## config.mk

```make
export PLATFORM = sky130hd
export DESIGN_NAME = fir_coef_bank
export DESIGN_NICKNAME = d
export VERILOG_FILES = /design/src/fir_pkg.sv /design/src/fir_coef_bank.sv
export SDC_FILE = /design/constraint.sdc
export NUM_CORES = 2
export LEC_CHECK = 0
export BUFFER_PORTS_ARGS = -buffer_cell sky130_fd_sc_hd__buf_2
export CORE_UTILIZATION = 25
export CTS_BUF_LIST = sky130_fd_sc_hd__clkbuf_8
export CTS_CLUSTER_DIAMETER = 100
export DETAILED_ROUTE_END_ITERATION = 12
export PLACE_DENSITY = 0.36
export SYNTH_ARGS = -nofsm -noshare
export SYNTH_HDL_FRONTEND = slang
export SYNTH_SLANG_ARGS = --single-unit
```

## constraint.sdc

```tcl
create_clock -name clk -period 32.8 [get_ports clk]
set_input_delay 1.64 -clock clk [delete_from_list [all_inputs] [get_ports clk]]
set_output_delay 1.64 -clock clk [all_outputs]
set_load 0.01 [all_outputs]
```

## src/fir_pkg.sv

```systemverilog
// FIR filter shared definitions
package fir_pkg;

  ////////////////////////////////////////////////////////////
  // Filter geometry
  ////////////////////////////////////////////////////////////
  localparam int NUM_TAPS    = 29;
  localparam int NUM_UNIQUE  = 15;
  localparam int NUM_LANES   = 5;
  localparam int NUM_PHASES  = 3;
  localparam int COEF_DEPTH  = 16;
  localparam int COEF_ADDR_W = 5;

  // Accumulator to output scaling
  localparam int OUT_SHIFT = 23;

  ////////////////////////////////////////////////////////////
  // Scalar types
  ////////////////////////////////////////////////////////////
  typedef logic signed [23:0] sample_t;
  typedef logic signed [26:0] coef_t;
  typedef logic signed [24:0] preadd_t;
  typedef logic signed [51:0] prod_t;
  typedef logic signed [55:0] acc_t;
  typedef logic signed [31:0] result_t;
  typedef logic [COEF_ADDR_W-1:0] coef_addr_t;

  // Complex pairs, real part in the upper half
  typedef struct packed {
    sample_t i;
    sample_t q;
  } cplx_sample_t;

  typedef struct packed {
    coef_t i;
    coef_t q;
  } cplx_coef_t;

  typedef struct packed {
    preadd_t i;
    preadd_t q;
  } cplx_preadd_t;

  typedef struct packed {
    result_t i;
    result_t q;
  } cplx_result_t;

  // Sequencer state, one cycle per phase
  typedef enum logic [1:0] {
    PH_IDLE = 2'd0,
    PH_0    = 2'd1,
    PH_1    = 2'd2,
    PH_2    = 2'd3
  } phase_e;

  // First coefficient index handled in a phase
  function automatic int phase_base(phase_e ph);
    case (ph)
      PH_1:    return NUM_LANES;
      PH_2:    return 2 * NUM_LANES;
      default: return 0;
    endcase
  endfunction

endpackage

```

## src/fir_coef_bank.sv

```systemverilog
// FIR coefficient memory
`timescale 1ns/1ps

module fir_coef_bank (
  input  logic                                         clk,
  input  logic                                         RST,
  input  logic                                         we_i,
  input  fir_pkg::coef_addr_t                          addr_i,
  input  fir_pkg::cplx_coef_t                          coef_i,
  input  fir_pkg::phase_e                              phase_i,
  output fir_pkg::cplx_coef_t [fir_pkg::NUM_LANES-1:0] lanes_o
);

  import fir_pkg::*;

  localparam int COEF_IDX_W = $clog2(COEF_DEPTH);

  cplx_coef_t mem_q [COEF_DEPTH];
  int         base;

  ////////////////////////////////////////////////////////////
  // Write port
  ////////////////////////////////////////////////////////////
  always_ff @(posedge clk or posedge RST)
  begin
    if (RST)
    begin
      for (int a = 0; a < COEF_DEPTH; a++)
        mem_q[a] <= '0;
    end
    // Addresses past the table are dropped
    else if (we_i && (addr_i < COEF_ADDR_W'(COEF_DEPTH)))
      mem_q[addr_i[COEF_IDX_W-1:0]] <= coef_i;
  end

  assign base = phase_base(phase_i);

  // Five coefficients per phase, entry 15 never read
  always_ff @(posedge clk)
  begin
    if (phase_i != PH_IDLE)
    begin
      for (int l = 0; l < NUM_LANES; l++)
        lanes_o[l] <= mem_q[COEF_IDX_W'(base + l)];
    end
  end

endmodule

```

Word level (Yosys, flattened, before mapping)
Cells that the tools add are included.
Storage, ports and cells
  bits in registers: 1134
  input port bits: 64
  output and inout port bits: 270
Cells by class
  bitwise logic cells: 6
  equal/unequal tests: 2
  reduce and logical (&&, ||, !) cells: 3
  magnitude comparators: 8
  mux-type cells: 19
  $add $sub $neg: 4
Operators with widths (count)
  $bmux 54 s4: 5
  $bwmux 864: 1
  $mux 54: 11
  $demux 54 s4: 1
  $ge 4x5->1 const B: 5
  $not 4->4: 5
  $add 4x3->4 const B: 2
  $pmux 4 s2: 1
  $ge 5x5->1 const B: 1
  $lt 5x1->1 const B: 1
  $lt 5x5->1 const B: 1
  $not 4->5: 1
  $add 4x2->4 const B: 1
  $add 4x4->4 const B: 1
  $eq 2x2->1 const B: 2
  $logic_and 1x1->1: 2
  $reduce_bool 2->1: 1

Logic depth before layout (Yosys ltp)
  depth after elaboration: 7
  gate-level depth with buffers: 5
  mapped depth without buffers: 3

Least setup slack after synthesis
OpenSTA, ideal clock, no wires.
  path type: input -> register
  start: input port phase_i[0]
  end: register lanes_o[0] (netlist name) (enable)
  cell stages on the path: 4
  arrival time: 5641 ps
  required time: 32280 ps
  buffers on the path: 3
  slack: 26639 ps
  path through: buf_2 > clkbuf_1 > buf_2 > or2_2
On the way
  word-level cells in the longest chain between the ends: 1
RTL lines
  start: declaration: line fir_coef_bank.sv:10  | input fir_pkg::phase_e phase_i,
  $reduce_bool 2->1: line fir_coef_bank.sv:41  | if (phase_i != PH_IDLE)
  end signal: indexed assignment: line fir_coef_bank.sv:44  | lanes_o[l] <= mem_q[COEF_IDX_W'(base + l)];
  end: declaration: line fir_coef_bank.sv:11  | output fir_pkg::cplx_coef_t [fir_pkg::NUM_LANES-1:0] lanes_o
Every way passes these cells.
A chain may end at the register's enable or synchronous reset.

Worst setup path after layout
  start: input port phase_i[0]
  end: register lanes_o[21] (netlist name) (enable)
The elaborated chain is that of the path after synthesis.

==> results.md <==
Synthesis:
- The prevailing post-synth register cell is dfrtp_1.
- The number of register bits inferred by synthesis is 1,080.
- The count of distinct cell types in the synthesized netlist is 23.
- In the synthesized netlist, the number of instances is 2,949.
- Each instance of the synthesized netlist takes up on average 14.9 sq um.
- The share of flip-flops with an asynchronous set or reset is 0.750.
- Among all cell types in the netlist, the one instantiated most often is dfrtp_1.
- Of all cell types, the one taking the most synthesized area is dfrtp_1.
- In the post-synthesis netlist, the biggest area contributors are dfrtp_1 (46%), mux2_2 (20%), edfxtp_1 (18%), mux2i_1 (6.1%), a21oi_1 (3.1%).
- For this run, the register share of the synthesized area comes to 0.644.
- After synthesis, the most frequently instantiated cells are dfrtp_1 (810), mux2_2 (797), nor2_1 (271).
- The number of flops mapped to enable cells by yosys is 270.
- The net count after synthesis is 3,013.
- The area share of the largest cell type after synthesis is 0.460.
- The cell area after technology mapping is 44,000 sq um.
- The Yosys step of the flow raised 0 warnings.

Timing:
- In this run the tightest slew margin relative to its limit is 0.286.
- The number of endpoints with negative hold slack in the final report is 0.
- The shortest clock period the worst path allows after layout is 4260 ps.
- The final count of negative-setup-slack endpoints is 0.
- The number of slew-limit violations in the final report was 0.
- For the pin with the worst max-slew slack, the measured transition is 1070 ps.
- Of the available clock period, the critical path in the final layout requires 0.130.
- Setup repair after global routing left no endpoint under its margin.
- After layout, the worst setup slack is 28,540 ps.
- Adding up every negative setup slack in the final design gives 0 ps.
- The clock tree skew after final layout is 48.3 ps.
- Derived from the worst setup path, the maximum achievable clock frequency is 0.235 GHz.

Detailed routing:
- The DRC marker count from the first detailed-route iteration is 1,024.
- The wire length per cell is 22.7 microns.
- The number of iterations in the first detailed-routing pass is 5.
- The detailed-route via count is 25,169.
- The final routed DRC violation total is 0.
- The antenna violation net count after detailed routing is 0.
- The via density per instance is 4.35.
- The final layout contains routed wiring with a total length of 132,000 microns.

Clocking:
- The number of buffers created by CTS is 197.
- The clock root buffer is clkbuf_8.
- The clock net in this run drives a total of 1,080 sinks.
- The clock tree from TritonCTS is done.
- Gates resized during post-CTS repair numbered 0.
- The clock tree synthesis step divided the H-tree into 4 levels.
- The later pin in the worst-skew pair is clocked with a latency of 940 ps.
- After clock tree synthesis, the clock-pin slew on the worst setup and hold paths is 60 ps.
- The post-cts hold buffer count is 0.
- The maximum clock insertion buffer count is 3.
- Post-CTS timing repair inserted 0 buffers for setup.

Critical path:
- Among the stages of the critical path, the cell type that occurs most often is buf_4.
- The data arrival time of the worst path is 4800 ps.
- At the worst endpoint, the required time is 33,340 ps.
- The maximum net fanout on the critical path is 64.
- The worst path buffer plus inverter count is 3.
- The largest single stage delay on the critical path is 790 ps.
- The kind of end point of the critical path is a flip-flop.
- On the critical path the largest part of the delay comes from buffers and inverters.
- The startpoint class of the critical path is an input port.
- The signal on the critical path passes through buf_8, or2_4, buf_4, buf_4.
- The library cell contributing the largest single delay on the critical path is buf_4.
- The path type of the worst setup path is input port to flip-flop.

Flow run:
- The total of max-cap violations is 0.

Die:
- The chip width is 422 microns.
- The number of ports placed on the die boundary is 334.
- The vertical extent of the die is 422 microns.
- The overall die area is 178,000 sq um.
- The row count is 153.
- For this configuration, the core starts out at a cell density of 0.253.
- In this run the standard cell core region covers 174,000 sq um.

Global routing:
- The remaining global-route overflow is 0.
- The via count of the first global-routing pass is 27,476.
- The first global-routing pass estimated 194,000 microns of wire.
- Across every metal layer, demand over resource in global routing totals 0.148.
- The initial antenna violation count was 11.
- Entering global routing, the biggest net connects 178 pins.

Placement:
- At the end of routability-driven placement, the weighted congestion stood at 0.704.
- The final HPWL from detailed placement is 75,300 microns.
- Before CTS, the worst setup slack after placement is 27,500 ps.
- The count of input and output buffers is 333.

Cells and area:
- The post-layout net count is 3,359.
- Relative to the synthesized area, the layout overhead comes to 17.6%.
- The fraction of final layout cells with drive strength greater than 1 is 0.425.

Status:
- The run finished with clean final reports.

Hold path:
- The worst hold path belongs to the class flip-flop to flip-flop.

Pwr:
- The areal power density over the cells is 68.0 nW/um^2.
- The leakage component of the power is 23.7 nW.
- The worst-case IR drop observed on VDD is 0.0397 mV.
==> through the flow <==
| stage | total power, mW | area, sq um | hold slack, ps | cells | util |
|---|---|---|---|---|---|
| after floorplan | 2.09 | 44000 | 458 | 2949 | - |
| after global placement | 2.26 | 47800 | 468 | 5421 | 0.274 |
| after detailed placement | 2.28 | 47800 | 477 | 5421 | 0.274 |
| after CTS | 3.60 | 51800 | 489 | 5789 | 0.297 |
| after global routing | 3.73 | 51800 | 510 | 5791 | 0.297 |
| final | 3.52 | 51800 | 486 | 5791 | 0.297 |
==> cell usage in the layout (no fill, tap or decap), drive strengths merged, types with 3 or more instances in the layout <==
cell type / count
mux2: 810
nand2: 9
clkinv: 51
bufinv: 4
a21oi: 270
edfxtp: 270
clkinvlp: 4
nor2: 271
buf: 372
dfrtp: 810
inv: 79
and3: 3
clkbuf: 231
mux2i: 270
==> final cells by class <==
type	instances	area (sq um)
Fill cell	17438	123000
Sequential cell	1080	28400
Multi-Input combinational cell	1643	14500
Clock buffer	231	3180
Tap cell	2325	2910
Timing Repair Buffer	372	2020
Clock inverter	137	818
Inverter	1	11.3
Antenna cell	2	5.00
==> sequential cells by signal, summed over array words and instances, names as in the netlist <==
name and count:
lanes_o 270, mem_q 810
==> per-layer routing <==
metal,GRT usage,share of wire
met4,0.0455,0.026
met2,0.266,0.52
met5,0,0.00021
met3,0.0316,0.036
met1,0.176,0.42
==> cells by family (layout without fill, tap and decap cells) <==
group / Yosys count / after routing / share of synthesized area
muxes: 1080 / 1080 / 0.269
DFF: 1080 / 1080 / 0.644
and+or+nand+nor: 293 / 293 / 0.0272
AOI/OAI and AO/OA: 270 / 270 / 0.0307
buffers and inverters: 226 / 741 / 0.0286
other: 0 / 2 / 0
==> worst reg2reg max path, cell delays in order, from the launching register on <==
cell     delay, ps
dfrtp_1        350
mux2i_1         80
a21oi_1        480
==> power breakdown <==
part	switching (mW)	internal, mW
registers	0.121	1.64
logic	0.236	0.240
clock network	0.599	0.680
total	0.956	2.56
==> worst paths after layout <==
check / slack, ps / depth (start not counted) / to / from
min in group asynchronous: 820 / 2 / mem_q[312]$_DFFE_PP0P_ / RST
hold reg to reg: 490 / 1 / mem_q[79]$_DFFE_PP0P_ / mem_q[79]$_DFFE_PP0P_
setup / recovery: 28540 / 4 / lanes_o[21]$_DFFE_PP_ / phase_i[0]
max in group asynchronous: 28710 / 5 / mem_q[322]$_DFFE_PP0P_ / RST
setup reg to reg: 31630 / 2 / lanes_o[245]$_DFFE_PP_ / mem_q[83]$_DFFE_PP0P_
hold / removal: 490 / 1 / mem_q[79]$_DFFE_PP0P_ / mem_q[79]$_DFFE_PP0P_
No activity file was read; power rests on OpenSTA's default activity.
