[src/fir_pkg.sv]
// FIR filter shared definitions
package fir_pkg;

  ////////////////////////////////////////////////////////////
  // Filter geometry
  ////////////////////////////////////////////////////////////
  localparam int NUM_TAPS    = 29;
  localparam int NUM_UNIQUE  = 15;
  localparam int NUM_LANES   = 5;
  localparam int NUM_PHASES  = 3;
  localparam int COEF_DEPTH  = 16;
  localparam int COEF_ADDR_W = 5;

  // Accumulator to output scaling
  localparam int OUT_SHIFT = 23;

  ////////////////////////////////////////////////////////////
  // Scalar types
  ////////////////////////////////////////////////////////////
  typedef logic signed [23:0] sample_t;
  typedef logic signed [26:0] coef_t;
  typedef logic signed [24:0] preadd_t;
  typedef logic signed [51:0] prod_t;
  typedef logic signed [55:0] acc_t;
  typedef logic signed [31:0] result_t;
  typedef logic [COEF_ADDR_W-1:0] coef_addr_t;

  // Complex pairs, real part in the upper half
  typedef struct packed {
    sample_t i;
    sample_t q;
  } cplx_sample_t;

  typedef struct packed {
    coef_t i;
    coef_t q;
  } cplx_coef_t;

  typedef struct packed {
    preadd_t i;
    preadd_t q;
  } cplx_preadd_t;

  typedef struct packed {
    result_t i;
    result_t q;
  } cplx_result_t;

  // Sequencer state, one cycle per phase
  typedef enum logic [1:0] {
    PH_IDLE = 2'd0,
    PH_0    = 2'd1,
    PH_1    = 2'd2,
    PH_2    = 2'd3
  } phase_e;

  // First coefficient index handled in a phase
  function automatic int phase_base(phase_e ph);
    case (ph)
      PH_1:    return NUM_LANES;
      PH_2:    return 2 * NUM_LANES;
      default: return 0;
    endcase
  endfunction

endpackage

[src/fir_sample_line.sv]
// FIR sample delay line with pre-adders
`timescale 1ns/1ps

module fir_sample_line (
  input  logic                                           clk,
  input  logic                                           RST,
  input  logic                                           shift_i,
  input  fir_pkg::cplx_sample_t                          sample_i,
  input  fir_pkg::phase_e                                phase_i,
  output fir_pkg::cplx_preadd_t [fir_pkg::NUM_LANES-1:0] lanes_o
);

  import fir_pkg::*;

  localparam int TAP_IDX_W = $clog2(NUM_TAPS);

  // Index 0 holds the newest sample x[n]
  cplx_sample_t [NUM_TAPS-1:0]  taps_q;
  cplx_preadd_t [NUM_LANES-1:0] lanes_d;
  int                           base;

  ////////////////////////////////////////////////////////////
  // Delay line
  ////////////////////////////////////////////////////////////
  always_ff @(posedge clk or posedge RST)
  begin
    if (RST)
      taps_q <= '0;
    else if (shift_i)
      taps_q <= {taps_q[NUM_TAPS-2:0], sample_i};
  end

  assign base = phase_base(phase_i);

  ////////////////////////////////////////////////////////////
  // Symmetric pre-add
  ////////////////////////////////////////////////////////////
  always_comb
  begin
    logic [TAP_IDX_W-1:0] k;
    logic [TAP_IDX_W-1:0] k_mirror;
    cplx_sample_t         near_s;
    cplx_sample_t         far_s;

    for (int l = 0; l < NUM_LANES; l++)
    begin
      k        = TAP_IDX_W'(base + l);
      k_mirror = TAP_IDX_W'(NUM_TAPS - 1) - k;
      near_s   = taps_q[k];
      // Centre tap x[n-14] has no partner
      if (k == TAP_IDX_W'(NUM_UNIQUE - 1))
        far_s = '0;
      else
        far_s = taps_q[k_mirror];
      lanes_d[l].i = preadd_t'(near_s.i) + preadd_t'(far_s.i);
      lanes_d[l].q = preadd_t'(near_s.q) + preadd_t'(far_s.q);
    end
  end

  // Operands for the multipliers, one edge after the phase
  always_ff @(posedge clk)
  begin
    if (phase_i != PH_IDLE)
      lanes_o <= lanes_d;
  end

endmodule

[config.mk]
export PLATFORM = sky130hd
export DESIGN_NAME = fir_sample_line
export DESIGN_NICKNAME = d
export VERILOG_FILES = /design/src/fir_pkg.sv /design/src/fir_sample_line.sv
export SDC_FILE = /design/constraint.sdc
export NUM_CORES = 2
export LEC_CHECK = 0
export BUFFER_PORTS_ARGS = -buffer_cell sky130_fd_sc_hd__buf_2
export CAP_MARGIN = 0
export CORE_MARGIN = 4
export CORE_UTILIZATION = 42
export CTS_BUF_LIST = sky130_fd_sc_hd__clkbuf_2
export DETAILED_ROUTE_END_ITERATION = 10
export SYNTH_ARGS = -nofsm -noshare
export SYNTH_HDL_FRONTEND = slang
export SYNTH_SLANG_ARGS = --single-unit
[constraint.sdc]
create_clock -name clk -period 41.4 [get_ports clk]
set_input_delay 4.14 -clock clk [delete_from_list [all_inputs] [get_ports clk]]
set_output_delay 4.14 -clock clk [all_outputs]
set_load 0.05 [all_outputs]
Yosys cells after proc, flatten, opt, wreduce, memory -nomap -nowiden
Cells that the tools add are included.

Equal/unequal tests: 7. Reduce and logical (&&, ||, !) cells: 1. $lt $le $gt $ge: 10. Mux-type cells: 26. $add $sub $neg: 19.

Operators by type and width (count): binary-select mux 48 bit (select 5 bit) (10); two-way mux 48 bit (15); adder 24 x 24 -> 25 bit (10); < comparator 5 x 6 -> 1 bit (second input constant) (10); equality test 5 x 4 -> 1 bit (second input constant) (5); subtractor 5 bit (first input constant) (5); adder 5 x 3 -> 5 bit (second input constant) (2); one-hot mux 4 bit (2 select lines) (1); adder 5 x 2 -> 5 bit (second input constant) (1); adder 5 x 4 -> 5 bit (second input constant) (1); equality test 2 bit (second input constant) (2); nonzero test 2 bit (1).

Bits in registers: 1642. Output and inout bits: 250. Word-level logic and storage cells: 131.

Logic depth before layout (Yosys ltp)
Depth in word-level cells: 8. Mapped depth: 23. Gate-level depth less buffers: 18.

Least setup slack after synthesis
Ideal clock, no wire load.

Kind: input port to flip-flop. From: input phase_i[1]. To: register lanes_o[95] (netlist bit) (data pin). Slack: 32.343 ns. Required time: 41.138 ns. Arrival: 8.795 ns. Stages: 22. Setup time: 0.262 ns. Path through: inv_2 > nor2_1 > inv_1 > buf_2 > buf_2 > buf_2 > ha_1 > buf_2 > buf_2 > buf_2 > buf_2 > clkbuf_1 > a21oi_1 > ha_1 > fa_1 > a211oi_1 > o211ai_1 > a31oi_2 > a21oi_1 > a311oi_2 > o21ai_1 > xor2_1.

RTL lines: start, declared (line fir_sample_line.sv:9) `input fir_pkg::phase_e phase_i,`; end signal, assigned (line fir_sample_line.sv:64) `lanes_o <= lanes_d;`; end, declared (line fir_sample_line.sv:10) `output fir_pkg::cplx_preadd_t [fir_pkg::NUM_LANES-1:0] lanes_o`.

==> out/results.txt <==
ports placed on the boundary -> 303
cts hold-fix bufs -> 0
number of CTS-inserted buffers -> 447
maximum buffer depth of the clock tree -> 4
number of distinct library cells after synthesis -> 99
placeable core region -> 198000 µm²
Yosys reg bits -> 1642
ratio of final minimum period to clock period -> 23.9%
final net count -> 7781
Avg WL per Cell -> 21.7 µm
worst skew pair latency -> 1.91 ns
Syn Std Cell Area -> 83600 µm²
setup ws final -> 31.52 ns
data arrival time of the critical path -> 11.40 ns
worst-path maximum fanout -> 128
required time at the worst-slack endpoint -> 42.92 ns
number of core rows -> 163
GRT Total Usage -> 21.5%
primary flip-flop cell chosen by synthesis mapping -> sky130_fd_sc_hd__dfrtp_1
DRC violations left -> 0
category of the most critical setup path -> input pin to flop
Worst Hold Launch -> taps_q[1113]$_DFFE_PP0P_
number of nets produced by synthesis -> 7382
Resized cells post-CTS -> 0
detailed router's first-iteration violation count -> 3829
First-pass DRT Iterations -> 5
run status -> completed
type of the worst min-delay path -> flop to flop
max frequency -> 101 MHz
WHS Endpoint -> taps_q[1161]$_DFFE_PP0P_
worst slew margin relative to its limit -> 15.3%
sink count of the clock tree -> 1642
initial antenna violation count -> 12
cell type contributing the most total cell area after synthesis -> sky130_fd_sc_hd__dfrtp_1
average instance area after synthesis -> 11.8 µm²
number of nets with antenna violations after routing -> 0
routability cong. -> 0.881
worst r2r path cells -> 14
post-synthesis async set-or-reset flop share -> 84.8%
Hold Fails Final Rpt -> 0
clock skew -> 0.212 ns
detailed placer's ending HPWL -> 155 mm
number of global-route vias before repair -> 58300
starting utilization of the core area -> 42.3%
first-pass GRT wire length -> 348 mm
RSZ-0062 raised after global routing -> no
synthesized instance count -> 7078
buffer cell driving the clock tree root -> sky130_fd_sc_hd__clkbuf_2
number of standard cells in the final layout excluding fillers -> 10500
Static Leak -> 41.5 nW
depth of the CTS H-tree -> 5
via total after detailed routing -> 57900
Power Dens Cells -> 79.1 nW/µm²
utilization after layout -> 46.2%
die span in x -> 454 µm
count of input and output buffers -> 302
critical register-to-register path startpoint -> taps_q[936]$_DFFE_PP0P_
largest net degree at the start of global routing -> 197
Vias per Instance -> 5.53
Area contributors post-synth -> sky130_fd_sc_hd__dfrtp_1 (42%), sky130_fd_sc_hd__mux2_2 (18%), sky130_fd_sc_hd__edfxtp_1 (9.0%), sky130_fd_sc_hd__mux2i_1 (5.5%), sky130_fd_sc_hd__a21oi_1 (4.3%)
TritonCTS clock tree -> done
y dimension of the die -> 454 µm
area of the die -> 206000 µm²
kind of launch point of the worst setup path -> input pin
total count of max-transition violations in the final report -> 0
max-cap violation count -> 0
total setup violations reported at the end of the flow -> 0
Tightest Pin Transition -> 1.27 ns
capture point of the worst reg-to-reg path -> lanes_o[45]$_DFFE_PP_
fraction of layout instances using a drive strength above 1 -> 31.8%
endpoint type of the worst setup path -> flop
dpl cells -> 9668
total grt overflow -> 0
peak ir drop on the vdd network -> 0.0000548 V
sequential element share of the synthesized area -> 50.6%
CTS clk-pin slew, worst paths -> 0.10 ns
yosys synthesis warning count -> 0
area growth from synthesis to layout -> 9.28%
number of synthesized flops with an enable pin -> 250
sum of negative setup slack -> 0 ns
time the worst path needs with I/O delays and setup -> 9.88 ns
buffers inserted during post-CTS setup optimization -> 0
fraction of post-synthesis cell area in the top cell type by area -> 41.6%
Hold Crit Depth -> 2
final wirelength -> 227 mm
Place WS -> 29.85 ns
flop-to-flop setup slack -> 36.76 ns
[through the flow]
stage	hold slack [ns]	cell area [µm²]	power, mW
floorplan	0.470	83600	5.11
global placement	0.484	87400	6.03
detailed placement	0.492	87400	6.10
finish	0.337	91400	7.23
global route	0.368	91400	7.70
CTS	0.338	91400	7.28
[cells in the mapped netlist, types with 8 or more instances]
master and n:
sky130_fd_sc_hd__buf_1 41, sky130_fd_sc_hd__a211oi_1 85, sky130_fd_sc_hd__clkbuf_1 274, sky130_fd_sc_hd__o21a_1 26, sky130_fd_sc_hd__a211o_1 10, sky130_fd_sc_hd__a31oi_1 23, sky130_fd_sc_hd__nor3_1 34, sky130_fd_sc_hd__o211ai_1 23
sky130_fd_sc_hd__nor2b_1 31, sky130_fd_sc_hd__dfrtp_1 1392, sky130_fd_sc_hd__mux4_2 14, sky130_fd_sc_hd__o22ai_1 9, sky130_fd_sc_hd__nand4_1 17, sky130_fd_sc_hd__a221oi_1 109, sky130_fd_sc_hd__mux2_2 1357, sky130_fd_sc_hd__ha_1 241
sky130_fd_sc_hd__buf_2 108, sky130_fd_sc_hd__nor2_1 599, sky130_fd_sc_hd__edfxtp_1 250, sky130_fd_sc_hd__mux2i_1 457, sky130_fd_sc_hd__or2_2 8, sky130_fd_sc_hd__and3_1 20, sky130_fd_sc_hd__xor2_1 64, sky130_fd_sc_hd__nand2b_1 19
sky130_fd_sc_hd__or3_1 10, sky130_fd_sc_hd__inv_1 87, sky130_fd_sc_hd__o21bai_1 28, sky130_fd_sc_hd__o21ai_1 8, sky130_fd_sc_hd__a21o_1 137, sky130_fd_sc_hd__a21oi_1 722, sky130_fd_sc_hd__nand2_1 335, sky130_fd_sc_hd__nand3_1 48
sky130_fd_sc_hd__xnor2_1 125, sky130_fd_sc_hd__o21ai_0 191, sky130_fd_sc_hd__nor4_1 8, sky130_fd_sc_hd__fa_1 10, sky130_fd_sc_hd__o31ai_1 10
[logic make-up (layout without fill, tap and decap cells)]
family	after synthesis	in the layout	synth area share, %
compound gates	1484	1484	11.0
flops	1642	1642	50.6
mux	1829	1829	24.1
fa+ha+maj	251	251	3.84
other cells	0	8	0
buf+inv	511	1245	2.46
xor+xnor	189	189	1.98
simple gates	1172	1172	5.95
[layout make-up]
class | instances | area (µm²)
antenna | 8 | 20.0
fill | 18400 | 106000
sequential | 1642 | 42300
clock inverter | 132 | 669
timing repair buffer | 373 | 2190
multi-input combinational | 4925 | 39300
tap | 2640 | 3300
inverter | 88 | 344
clock buffer | 652 | 3260
[worst max-delay path, cell delays in order]
cell	delay [ns]
sky130_fd_sc_hd__buf_8	0.44
sky130_fd_sc_hd__buf_4	0.58
sky130_fd_sc_hd__and2_4	0.42
sky130_fd_sc_hd__inv_1	0.16
sky130_fd_sc_hd__ha_4	0.54
sky130_fd_sc_hd__buf_4	0.71
sky130_fd_sc_hd__buf_12	0.38
sky130_fd_sc_hd__buf_4	0.65
sky130_fd_sc_hd__mux4_2	0.59
sky130_fd_sc_hd__mux2i_1	0.16
sky130_fd_sc_hd__nor2_1	0.06
sky130_fd_sc_hd__a21oi_1	0.18
sky130_fd_sc_hd__a21oi_1	0.09
sky130_fd_sc_hd__ha_1	0.40
sky130_fd_sc_hd__a21o_1	0.20
sky130_fd_sc_hd__o21a_1	0.19
sky130_fd_sc_hd__a311oi_1	0.33
sky130_fd_sc_hd__nor2b_1	0.08
sky130_fd_sc_hd__o21ai_0	0.23
sky130_fd_sc_hd__a32oi_1	0.16
sky130_fd_sc_hd__xor2_1	0.17
[power breakdown]
group	switching [mW]	total, mW	leakage, nW	internal, mW
combinational	1.88	3.11	18.9	1.23
sequential	0.549	2.97	19.6	2.42
clock	0.696	1.15	3.04	0.452
total	3.13	7.23	41.5	4.10
[metal layers]
metal	global-route usage [%]	wire [µm]
met5	0	0
met4	6.89	6130
met3	3.82	11300
met2	34.6	106000
met1	29.7	103000
[state kept, by name, summed over array words and instances (netlist names)]
register  flops
taps_q     1392
lanes_o     250
[placed cells by master (no fill, tap or decap), types with 28 or more instances in the layout]
cell type / Yosys / routed
sky130_fd_sc_hd__nand3_1: 48 / 48
sky130_fd_sc_hd__xor2_1: 64 / 64
sky130_fd_sc_hd__ha_1: 241 / 240
sky130_fd_sc_hd__mux2_2: 1357 / 1357
sky130_fd_sc_hd__edfxtp_1: 250 / 250
sky130_fd_sc_hd__xnor2_1: 125 / 125
sky130_fd_sc_hd__nor3_1: 34 / 34
sky130_fd_sc_hd__nand2_1: 335 / 335
sky130_fd_sc_hd__a21oi_1: 722 / 722
sky130_fd_sc_hd__o21ai_0: 191 / 191
sky130_fd_sc_hd__a21o_1: 137 / 137
sky130_fd_sc_hd__clkinv_1: 0 / 98
sky130_fd_sc_hd__clkbuf_2: 0 / 652
sky130_fd_sc_hd__inv_1: 87 / 85
sky130_fd_sc_hd__buf_2: 108 / 299
sky130_fd_sc_hd__a211oi_1: 85 / 85
sky130_fd_sc_hd__nor2_1: 599 / 598
sky130_fd_sc_hd__buf_4: 0 / 62
sky130_fd_sc_hd__nor2b_1: 31 / 31
sky130_fd_sc_hd__dfrtp_1: 1392 / 1392
sky130_fd_sc_hd__a221oi_1: 109 / 109
sky130_fd_sc_hd__mux2i_1: 457 / 457
sky130_fd_sc_hd__o21bai_1: 28 / 28
[worst max path at each step]
stage,start,to,depth (start not counted),slack [ns]
finish,phase_i[0],lanes_o[23]$_DFFE_PP_,21,31.52
global route,phase_i[0],lanes_o[23]$_DFFE_PP_,21,31.46
CTS,phase_i[0],lanes_o[23]$_DFFE_PP_,21,31.93
detailed placement,phase_i[0],lanes_o[23]$_DFFE_PP_,21,29.85
global placement,phase_i[0],lanes_o[24]$_DFFE_PP_,21,29.86
floorplan,RST,taps_q[0]$_DFFE_PP0P_,1,18.00
Note: power is estimated with default switching activity, not from simulation.
