==> config.mk <==
export PLATFORM = sky130hd
export DESIGN_NAME = fir_phase_seq
export DESIGN_NICKNAME = d
export VERILOG_FILES = /design/src/fir_pkg.sv /design/src/fir_phase_seq.sv
export SDC_FILE = /design/constraint.sdc
export NUM_CORES = 1
export LEC_CHECK = 0
export BUFFER_PORTS_ARGS = -buffer_cell sky130_fd_sc_hd__buf_2
export CORE_AREA = 2 2 39 41
export DETAILED_ROUTE_END_ITERATION = 16
export DIE_AREA = 0 0 41 43
export GPL_TIMING_DRIVEN = 1
export PLACE_DENSITY = 0.32
export SLEW_MARGIN = 0
export SYNTH_ARGS = -nofsm -noshare
export SYNTH_HDL_FRONTEND = slang
export SYNTH_SLANG_ARGS = --single-unit
==> constraint.sdc <==
create_clock -name clk -period 1 [get_ports clk]
set_input_delay 0.25 -clock clk [delete_from_list [all_inputs] [get_ports clk]]
set_output_delay 0.25 -clock clk [all_outputs]
set_load 0.02 [all_outputs]
==> src/fir_pkg.sv <==
// FIR filter shared definitions
package fir_pkg;

  ////////////////////////////////////////////////////////////
  // Filter geometry
  ////////////////////////////////////////////////////////////
  localparam int NUM_TAPS    = 29;
  localparam int NUM_UNIQUE  = 15;
  localparam int NUM_LANES   = 5;
  localparam int NUM_PHASES  = 3;
  localparam int COEF_DEPTH  = 16;
  localparam int COEF_ADDR_W = 5;

  // Accumulator to output scaling
  localparam int OUT_SHIFT = 23;

  ////////////////////////////////////////////////////////////
  // Scalar types
  ////////////////////////////////////////////////////////////
  typedef logic signed [23:0] sample_t;
  typedef logic signed [26:0] coef_t;
  typedef logic signed [24:0] preadd_t;
  typedef logic signed [51:0] prod_t;
  typedef logic signed [55:0] acc_t;
  typedef logic signed [31:0] result_t;
  typedef logic [COEF_ADDR_W-1:0] coef_addr_t;

  // Complex pairs, real part in the upper half
  typedef struct packed {
    sample_t i;
    sample_t q;
  } cplx_sample_t;

  typedef struct packed {
    coef_t i;
    coef_t q;
  } cplx_coef_t;

  typedef struct packed {
    preadd_t i;
    preadd_t q;
  } cplx_preadd_t;

  typedef struct packed {
    result_t i;
    result_t q;
  } cplx_result_t;

  // Sequencer state, one cycle per phase
  typedef enum logic [1:0] {
    PH_IDLE = 2'd0,
    PH_0    = 2'd1,
    PH_1    = 2'd2,
    PH_2    = 2'd3
  } phase_e;

  // First coefficient index handled in a phase
  function automatic int phase_base(phase_e ph);
    case (ph)
      PH_1:    return NUM_LANES;
      PH_2:    return 2 * NUM_LANES;
      default: return 0;
    endcase
  endfunction

endpackage

==> src/fir_phase_seq.sv <==
// FIR phase sequencer
`timescale 1ns/1ps

module fir_phase_seq (
  input  logic            clk,
  input  logic            RST,
  input  logic            push_i,
  output logic            shift_o,
  output fir_pkg::phase_e phase_o,
  output fir_pkg::phase_e op_phase_o
);

  import fir_pkg::*;

  phase_e phase_q;
  phase_e phase_d;
  phase_e op_phase_q;
  logic   accept;

  // A new sample fits only once the previous one reached its last phase
  assign accept  = push_i && ((phase_q == PH_IDLE) || (phase_q == PH_2));
  assign shift_o = accept;

  always_comb
  begin
    if (accept)
      phase_d = PH_0;
    else
    begin
      case (phase_q)
        PH_0:    phase_d = PH_1;
        PH_1:    phase_d = PH_2;
        default: phase_d = PH_IDLE;
      endcase
    end
  end

  ////////////////////////////////////////////////////////////
  // State and operand tag
  ////////////////////////////////////////////////////////////
  always_ff @(posedge clk or posedge RST)
  begin
    if (RST)
    begin
      phase_q    <= PH_IDLE;
      op_phase_q <= PH_IDLE;
    end
    else
    begin
      phase_q <= phase_d;
      // Follows the operand registers by one edge
      op_phase_q <= phase_q;
    end
  end

  assign phase_o    = phase_q;
  assign op_phase_o = op_phase_q;

endmodule

== Yosys cells after proc, flatten, opt, wreduce, memory -nomap -nowiden ==
Index checks and enable logic that the tools add are counted.
Word-level totals
  bits in registers: 4
  latch bits: 0
  bits in writable memories: 0
  bits in read-only memories: 0
  bits of input ports: 3
  word-level logic and storage cells: 10
  memories: 0
Cells by class
  add/sub/neg operators: 0
  $mul: 0
  div/mod/pow operators: 0
  magnitude comparators: 0
  eq/ne operators: 3
  shift operators: 0
  muxes and demuxes: 2
  bitwise gates (word level): 0
  reductions and logical operators: 3
Operator list (number)
  $eq 2x2->1 const B: 2
  $pmux 2 s2: 1
  $eq 2x1->1 const B: 1
  $logic_not 2->1: 1
  $mux 2: 1
  $logic_and 1x1->1: 1
  $logic_or 1x1->1: 1

== Longest topological paths before layout ==
Gate-level depths: netlist of the first run.
  word-level depth: 4
  mapped depth: 3
  depth with buffers taken out: 3

== Least setup slack after synthesis of the first run ==
OpenSTA, ideal clock, no wires.
  path kind: flip-flop to output port
  from: register phase_q[0], in the netlist phase_o[0]
  to: output port shift_o
  data arrival time: 1038 ps
  setup slack: -288 ps
  cell stages (with the launch flop): 4
  path buffers: 0
  cell sequence: dfrtp_1 inv_1 ha_1 and2_1
Between the ends
  word-level cells in the longest chain between the ends: 3
  elaborated cells on any way between the ends: 4
  those cells by class: 1 x eq/ne; 3 x reduce/logical
RTL lines
  start: declaration: line fir_phase_seq.sv:15  | phase_e phase_q;
  start signal: assignment: line fir_phase_seq.sv:50  | phase_q <= phase_d;
  $eq 2x2->1 or $logic_not 2->1 (tied branches): line fir_phase_seq.sv:21  | assign accept = push_i && ((phase_q == PH_IDLE) || (phase_q == PH_2));
  $logic_or 1x1->1 *: line fir_phase_seq.sv:21
  $logic_and 1x1->1 *: line fir_phase_seq.sv:21
  end: declaration: line fir_phase_seq.sv:8  | output logic shift_o,
Every way passes the cells marked *; elsewhere a longest branch is shown, timed or not.

== Final worst setup path of the first run ==
  from: register phase_q[1], in the netlist phase_o[1]
  to: output port shift_o
Same word-level chain as after synthesis.

==> results.cfg, run 1 <==
[outcome]
status = finished, violations left
failed_checks = negative setup slack

[synth]
yosysWarnings = 0
syn_nets = 14
ys_types = 5
syn_area_per_cell_sq_um = 13.8
synthCells = 10
netlist_area_sq_um = 138
ys_ff_latch = 4
yosysSeqAreaShare = 0.727

[floorplanning]
rows = 14
ios = 8
die-area_sq_mm = 0.00176
core_area_sq_mm = 0.00138
fp.dieW_microns = 41
chipHeight_microns = 43
initial_core_util = 0.0995

[grt]
grt_max_degree = 5
grt_util_all_layers = 0.0563
antenna_found_initial = 0
grt_overflow = 0
grt_pass1_wl_microns = 600
grt_pass1_vias = 152

[worst_setup_path]
path_class = register to output pin
max_stage_delay_ns = 0.42
cp_data_required_time_ns = 0.75
r2r_cells = 6
crit_chain = ha_4 -> and2_4 -> buf_6
crit_path_start_kind = register
critPathCaptureType = output pin
critPathMaxFanout = 2
critPathSlowestCell = dfrtp_2
arrival_ns = 1.14

[clock_tree]
cts_sinks = 4
cts_buffers = 3
h-tree-depth = 1
cts-root-buf = clkbuf_4
clk_path_buf_depth = 2
path_clk_slew_ns = 0.04
tritoncts = built
clock_latency_ns = 0.23

[sta]
rsz0062_at_grt = yes
max_freq_ghz = 0.717
fin_crit_ns = 1.39
tns_ns = -1.04
tightest_slew_ns = 0.149
hold_slack_ns = 0.251
hold_violations = 0
fin_crit_sh = 1.39
slew_headroom = 0.900
clock_skew_ns = 0.00111
fin_ws_ns = -0.395
setup-violations-final = 5
drv_slew = 0

[finish]
diodes = 0
layout-drive-gt1-share = 0.808
nets = 32
final_cell_mix = 7 x buf_6, 3 x clkbuf_4, 3 x buf_4
area_growth_pct = 132
fill_cells = 153
postLayoutCellArea_sq_um = 319
layout_commonest_cell = buf_6

[pwr]
total_power_mw = 1.40
seq_power_share = 0.223
switching_share = 0.328
power.leakage_nw = 0.161
combPwrFrac = 0.638
cellPowerDensity_mw_per_mm2 = 4400
p_switching_uw = 459
pwr-share-clk = 0.139
ir_drop_mv = 1.10
power.internal_uw = 943

[route]
vias = 126
avgViaCountPerCell = 3.00
post_drt_wl_per_cell_microns = 8.19
drtAntennaViolNets = 0
wl_microns = 344
dr.pass1.iters = 1
first_iter_violations = 0
drc_errors = 0

[hold_path]
hold_depth = 2
hp-class = input pin to register

[placement]
port_buffers = 7
dpl-instance-area_sq_um = 218
place_congestion = 0.556

[run]
cap_violations = 0
==> final timing paths <==
check / startpoint / end / slack [ns]
worst max-delay path: phase_o[1] / shift_o / -0.39
worst min-delay path: push_i / phase_o[0] / 0.25
worst max register to register: phase_o[0] / phase_o[0] / -0.26
worst min register to register: phase_o[0] / op_phase_o[0] / 0.50
max in group asynchronous: RST / phase_o[1] / 0.40
min in group asynchronous: RST / op_phase_o[0] / 0.44
==> cell usage after synthesis, drive strengths merged <==
library cell | n | area share
dfrtp | 4 | 0.73
inv | 3 | 0.082
a21o | 1 | 0.055
and2 | 1 | 0.045
ha | 1 | 0.091
==> kinds of logic after synthesis <==
logic type / count (synthesis) / share of synthesized area
DFF: 4 / 0.727
buffers and inverters: 3 / 0.0818
AOI/OAI and AO/OA: 1 / 0.0546
adders and majority gates: 1 / 0.0909
and+or+nand+nor: 1 / 0.0455
==> critical path: cells and delay by family, from the launching register on <==
| family | cells | cell delay, ns |
|---|---|---|
| fa+ha+maj | 1 | 0.27 |
| buf+inv | 1 | 0.11 |
| flops | 1 | 0.42 |
| simple gates | 1 | 0.13 |
==> registers in the layout, summed over array words and instances, names as in the netlist <==
register and flops:
phase_o 2, op_phase_o 2
==> final cells by class <==
class | instances | area, sq um | area share
Sequential cell | 4 | 103 | 0.322
Multi-Input combinational cell | 3 | 41.3 | 0.129
Inverter | 3 | 11.3 | 0.0353
Clock buffer | 3 | 22.5 | 0.0706
Timing Repair Buffer | 13 | 121 | 0.380
Tap cell | 16 | 20.0 | 0.0627
==> through the flow <==
step	utilization	instances	setup WS [ns]
after detailed placement	0.157	34	-0.198
after global routing	0.231	42	-0.438
after CTS	0.226	42	-0.411
after floorplan	-	10	-0.142
final	0.231	42	-0.395
after global placement	0.157	34	-0.189
==> repair_timing <==
item,CTS,global route
pin swaps,1,1
gates resized for setup,10,4
hold buffers,1,0
endpoints found under the setup margin,5,7
cloned,0,0
buffers inserted,4,1
hold endpoints to repair,4,0
==> layer usage <==
layer	global-route usage	wire, microns	share of wire
met5	0	0	0
met4	0.0600	0	0
met3	0.0157	36	0.10
met2	0.0750	166	0.48
met1	0.0647	142	0.41
==> power groups by stage <==
stage | Sequential (mW) | Combinational, mW | Clock, mW
global route | 0.328 | 0.984 | 0.218
detailed placement | 0.318 | 0.490 | 0
CTS | 0.313 | 0.852 | 0.212
finish | 0.313 | 0.894 | 0.195
floorplan | 0.419 | 0.194 | 0
global placement | 0.309 | 0.478 | 0
Power figures use the tool's default switching activity.
==> inputs of run 2 (changes only) <==
--- a/config.mk
+++ b/config.mk
@@ -7,11 +7,11 @@
 export LEC_CHECK = 0
 export BUFFER_PORTS_ARGS = -buffer_cell sky130_fd_sc_hd__buf_2
 export CORE_AREA = 2 2 39 41
+export CTS_BUF_LIST = sky130_fd_sc_hd__clkbuf_8
 export DETAILED_ROUTE_END_ITERATION = 16
 export DIE_AREA = 0 0 41 43
 export GPL_TIMING_DRIVEN = 1
 export PLACE_DENSITY = 0.32
-export SLEW_MARGIN = 0
 export SYNTH_ARGS = -nofsm -noshare
 export SYNTH_HDL_FRONTEND = slang
 export SYNTH_SLANG_ARGS = --single-unit
==> run 2 against run 1 <==
Net effect:
- the run still ends with negative setup slack left
- clock power is 71% higher
- sequential share of layout area shrank 0.62 points
- cell area up 2.0%
- cell count stayed put
- global-route usage stayed put
- power up 5.9%
- largest cell class unchanged
==> results.cfg, run 2 (synthesis results as in run 1) <==
[finish]
nets = 32
post-route-util = 0.235
area_growth_pct = 136
layout-drive-gt1-share = 0.808
postLayoutCellArea_sq_um = 325
diodes = 0
final_cell_mix = 5 x buf_6, 4 x buf_2, 3 x clkbuf_8, 3 x buf_4
layout_commonest_cell = buf_6

[worst_setup_path]
critPathCaptureType = output pin
critPathSlowestCell = dfrtp_2
path_class = register to output pin
critPathMaxFanout = 2
r2r_slack_ns = -0.27
arrival_ns = 1.13
crit_path_start_kind = register
crit_chain = ha_4 -> and2_4 -> buf_6
cp-endpoint = shift_o
rr_endpoint = phase_o[0]
timing.rr.start = phase_o[1]
max_stage_delay_ns = 0.41
r2r_cells = 5
startpoint = phase_o[1]
cp_data_required_time_ns = 0.75

[clock_tree]
tritoncts = built
cts_buffers = 3
path_clk_slew_ns = 0.03
cts-root-buf = clkbuf_8
cts_sinks = 4
h-tree-depth = 1
clk_path_buf_depth = 2
clock_latency_ns = 0.21

[route]
drc_errors = 0
vias = 126
post_drt_wl_per_cell_microns = 8.57
dr.pass1.iters = 1
wl_microns = 360
first_iter_violations = 0
drtAntennaViolNets = 0
avgViaCountPerCell = 3.00

[grt]
grt_overflow = 0
grt_util_all_layers = 0.0563
grt_max_degree = 5
grt_pass1_wl_microns = 600
grt_pass1_vias = 152
antenna_found_initial = 0

[pwr]
power.internal_mw = 1.02
p_switching_uw = 468
cellPowerDensity_mw_per_mm2 = 4570
combPwrFrac = 0.572
power.leakage_nw = 0.165
pwr-share-clk = 0.224
seq_power_share = 0.204
ir_drop_mv = 1.18
switching_share = 0.315

[hold_path]
hold_depth = 2
hp-class = input pin to register

[floorplanning]
chipHeight_microns = 43
ios = 8
die-area_sq_mm = 0.00176
initial_core_util = 0.0995
fp.dieW_microns = 41
rows = 14
core_area_sq_mm = 0.00138

[sta]
fin_crit_ns = 1.38
fin_crit_sh = 1.38
setup-violations-final = 5
hold_slack_ns = 0.268
rsz0062_at_grt = yes
slew_headroom = 0.900
max_freq_ghz = 0.726
tightest_slew_ns = 0.150
fin_ws_ns = -0.377
hold_violations = 0
clock_skew_ns = 0.000138
drv_slew = 0

[outcome]
failed_checks = negative setup slack
status = finished, violations left

[run]
cap_violations = 0

[placement]
port_buffers = 7
place_congestion = 0.556
dpl-instance-area_sq_um = 218
==> run 2: cell count changes in the layout (fill, tap and decap cells not counted) <==
cell / before / now
buf_2: 2 / 4
buf_6: 7 / 5
clkbuf_4: 3 / 0
clkbuf_8: 0 / 3
==> run 2: area by class of cell <==
cell class	instances	area, sq um
clock buffers	3	41.3
multi-input cells	3	41.3
inverters	3	11.3
fillers	148	1060
flip-flops and latches	4	103
repair buffers	13	109
well taps	16	20.0
==> run 2: per-stage QoR <==
step	setup slack, ns	TNS, ns	cells	total power, mW
floorplan	-0.142	-0.142	10	0.613
global placement	-0.189	-0.251	34	0.788
detailed placement	-0.198	-0.273	34	0.808
CTS	-0.387	-1.01	42	1.48
global route	-0.413	-1.18	42	1.61
finish	-0.377	-0.986	42	1.49
==> run 2: timing repair <==
| action | in CTS | in global routing |
|---|---|---|
| hold buffers | 1 | 0 |
| resized for setup | 8 | 2 |
| hold endpoints to repair | 4 | 0 |
| buffers inserted | 4 | 1 |
| pin swaps | 1 | 1 |
| setup endpoints to repair | 4 | 5 |
==> run 2: power groups by stage <==
stage / Combinational, mW / Sequential (mW) / Clock [mW]
floorplan: 0.194 / 0.419 / 0
global placement: 0.478 / 0.309 / 0
detailed placement: 0.490 / 0.318 / 0
CTS: 0.828 / 0.308 / 0.348
global route: 0.934 / 0.318 / 0.356
finish: 0.850 / 0.303 / 0.333
==> run 2: per-layer routing <==
metal / global-route usage / up-vias / share of wire / wire [microns]
li1: - / 61 / - / -
met4: 0.0600 / 0 / 0 / 0
met1: 0.0647 / 57 / 0.42 / 151
met5: 0 / - / 0 / 0
met3: 0.0157 / 0 / 0.12 / 42
met2: 0.0750 / 8 / 0.46 / 166
==> run 2: worst min path at each step <==
| stage | from | endpoint | slack [ns] |
|---|---|---|---|
| after floorplan | RST | op_phase_o[0] | 0.02 |
| after global placement | RST | op_phase_o[0] | 0.13 |
| after detailed placement | RST | op_phase_o[0] | 0.13 |
| after CTS | push_i | phase_o[0] | 0.27 |
| after global routing | push_i | phase_o[0] | 0.29 |
| final | push_i | phase_o[0] | 0.27 |
==> run 2: critical path, delay by kind of cell, from the launching register on <==
| family | cells | cell delay, ns |
|---|---|---|
| adders and majority gates | 1 | 0.27 |
| buffers and inverters | 1 | 0.11 |
| DFF | 1 | 0.41 |
| and+or+nand+nor | 1 | 0.13 |
==> inputs of run 3 (changes only) <==
--- a/config.mk
+++ b/config.mk
@@ -7,10 +7,10 @@
 export LEC_CHECK = 0
 export BUFFER_PORTS_ARGS = -buffer_cell sky130_fd_sc_hd__buf_2
 export CORE_AREA = 2 2 39 41
-export CTS_BUF_LIST = sky130_fd_sc_hd__clkbuf_8
+export CTS_BUF_LIST = sky130_fd_sc_hd__clkbuf_16
 export DETAILED_ROUTE_END_ITERATION = 16
 export DIE_AREA = 0 0 41 43
-export GPL_TIMING_DRIVEN = 1
+export GPL_TIMING_DRIVEN = 0
 export PLACE_DENSITY = 0.32
 export SYNTH_ARGS = -nofsm -noshare
 export SYNTH_HDL_FRONTEND = slang
==> run 3 against run 2 <==
Net effect:
- the run still ends with negative setup slack left
- count of clock-buffer cells in the layout is the same
- critical path depth unchanged
- non-clock buffer count up 1
- first-iteration DRC count grew 2
- power up 19%
- die area unchanged
- register-to-register slack gained 0.11 ns
- cell count increased by 4.8%
- global-route usage decreased by 0.80 points
- via count up 4.0%
- sequential share of layout area is 4.1 points lower
- maximum frequency fell by 0.86%
- critical path type unchanged
- largest cell class unchanged
- highest routed layer unchanged
==> results.cfg, run 3 (synthesis results as in run 1) <==
[grt]
grt_pass1_vias = 122
grt_max_degree = 5
antenna_found_initial = 0
grt_pass1_wl_microns = 476
grt_util_all_layers = 0.0483
grt_overflow = 0

[worst_setup_path]
cp_top_family = flip-flops
crit_chain = ha_4 -> and2_4 -> buf_6
critPathSlowestCell = dfrtp_2
arrival_ns = 1.14
max_stage_delay_ns = 0.42
cp_data_required_time_ns = 0.75
path_class = register to output pin
critPathCaptureType = output pin
critPathMaxFanout = 2
crit_buf_inv = 1
crit_path_start_kind = register

[sta]
clock_skew_ns = 0.00104
tightest_slew_ns = 0.149
fin_ws_ns = -0.389
fin_crit_sh = 1.39
rsz0062_at_grt = yes
max_freq_ghz = 0.720
slew_headroom = 0.901
hold_violations = 0
fin_crit_ns = 1.39
drv_slew = 0
setup-violations-final = 4

[clock_tree]
tritoncts = built
h-tree-depth = 1
path_clk_slew_ns = 0.03
cts_sinks = 4
clk_path_buf_depth = 2
cts_buffers = 3
cts-root-buf = clkbuf_16
clock_latency_ns = 0.22

[placement]
dpl.cell_count = 33
pre_cts_ws_ns = -0.204
port_buffers = 7
place_congestion = 0.512

[finish]
area_growth_pct = 172
diodes = 0
layout-drive-gt1-share = 0.750
instances_no_fill = 44
post-route-util = 0.270
nets = 33
layout_commonest_cell = buf_6
final_cell_mix = 6 x buf_6, 4 x buf_2, 3 x inv_1, 3 x clkbuf_16, 3 x buf_4

[run]
cap_violations = 0

[route]
wl_microns = 382
post_drt_wl_per_cell_microns = 8.68
dr.pass1.iters = 2
avgViaCountPerCell = 2.98
drc_errors = 0
vias = 131
drtAntennaViolNets = 0
first_iter_violations = 2

[pwr]
power.leakage_nw = 0.193
cellPowerDensity_mw_per_mm2 = 4740
ir_drop_mv = 1.46

[outcome]
status = finished, violations left
failed_checks = negative setup slack

[floorplanning]
ios = 8
initial_core_util = 0.0995
rows = 14
chipHeight_microns = 43
die-area_sq_mm = 0.00176
fp.dieW_microns = 41
core_area_sq_mm = 0.00138

[hold_path]
hp-class = input pin to register
[run 3: per-layer routing]
metal	wire length (microns)	vias to the layer above	share of wire	track usage
met2	169	10	0.44	0.0594
met3	60	0	0.16	0.0471
met5	0	-	0	0
met4	0	0	0	0.0600
li1	-	64	-	-
met1	151	57	0.40	0.0357
[run 3: through the flow]
step	TNS, ns	power [mW]	hold slack [ns]	cell area, sq um
3_3_place_gp	-0.199	0.742	0.128	210
6_report	-0.918	1.77	0.254	374
4_1_cts	-0.730	1.61	0.251	340
3_5_place_dp	-0.204	0.757	0.133	210
2_1_floorplan	-0.142	0.613	0.0159	155
5_1_grt	-1.01	1.86	0.282	374
[run 3: final cells by class]
type                    instances  area (sq um)
flip-flops and latches          4           103
repair buffers                 14           120
well taps                      16          20.0
clock inverters                 1          3.75
fillers                       148          1010
clock buffers                   3          75.1
inverters                       3          11.3
multi-input cells               3          41.3
[run 3: path summary, 6_finish.rpt]
path	start	to	slack, ns	depth (start not counted)
worst max-delay path	phase_o[1]	shift_o	-0.39	3
worst min-delay path	push_i	phase_o[0]	0.25	2
worst min register to register	phase_o[0]	op_phase_o[0]	0.58	2
max in group asynchronous	RST	phase_o[1]	0.39	3
min in group asynchronous	RST	phase_o[0]	0.45	3
worst max register to register	phase_o[1]	phase_o[0]	-0.16	4
[run 3: power breakdown]
part           switching (mW)  internal, mW  leakage (nW)
logic                   0.329         0.500         0.105
clock network           0.116         0.516        0.0423
registers              0.0520         0.257        0.0450
total                   0.497          1.27         0.193
[run 3: repair_timing]
| action | CTS | global route |
|---|---|---|
| resized for setup | 6 | 3 |
| pin swaps | 2 | 2 |
| endpoints found under the hold margin | 4 | 0 |
| buffers inserted | 3 | 3 |
| endpoints found under the setup margin | 3 | 4 |
| hold buffers | 1 | 0 |
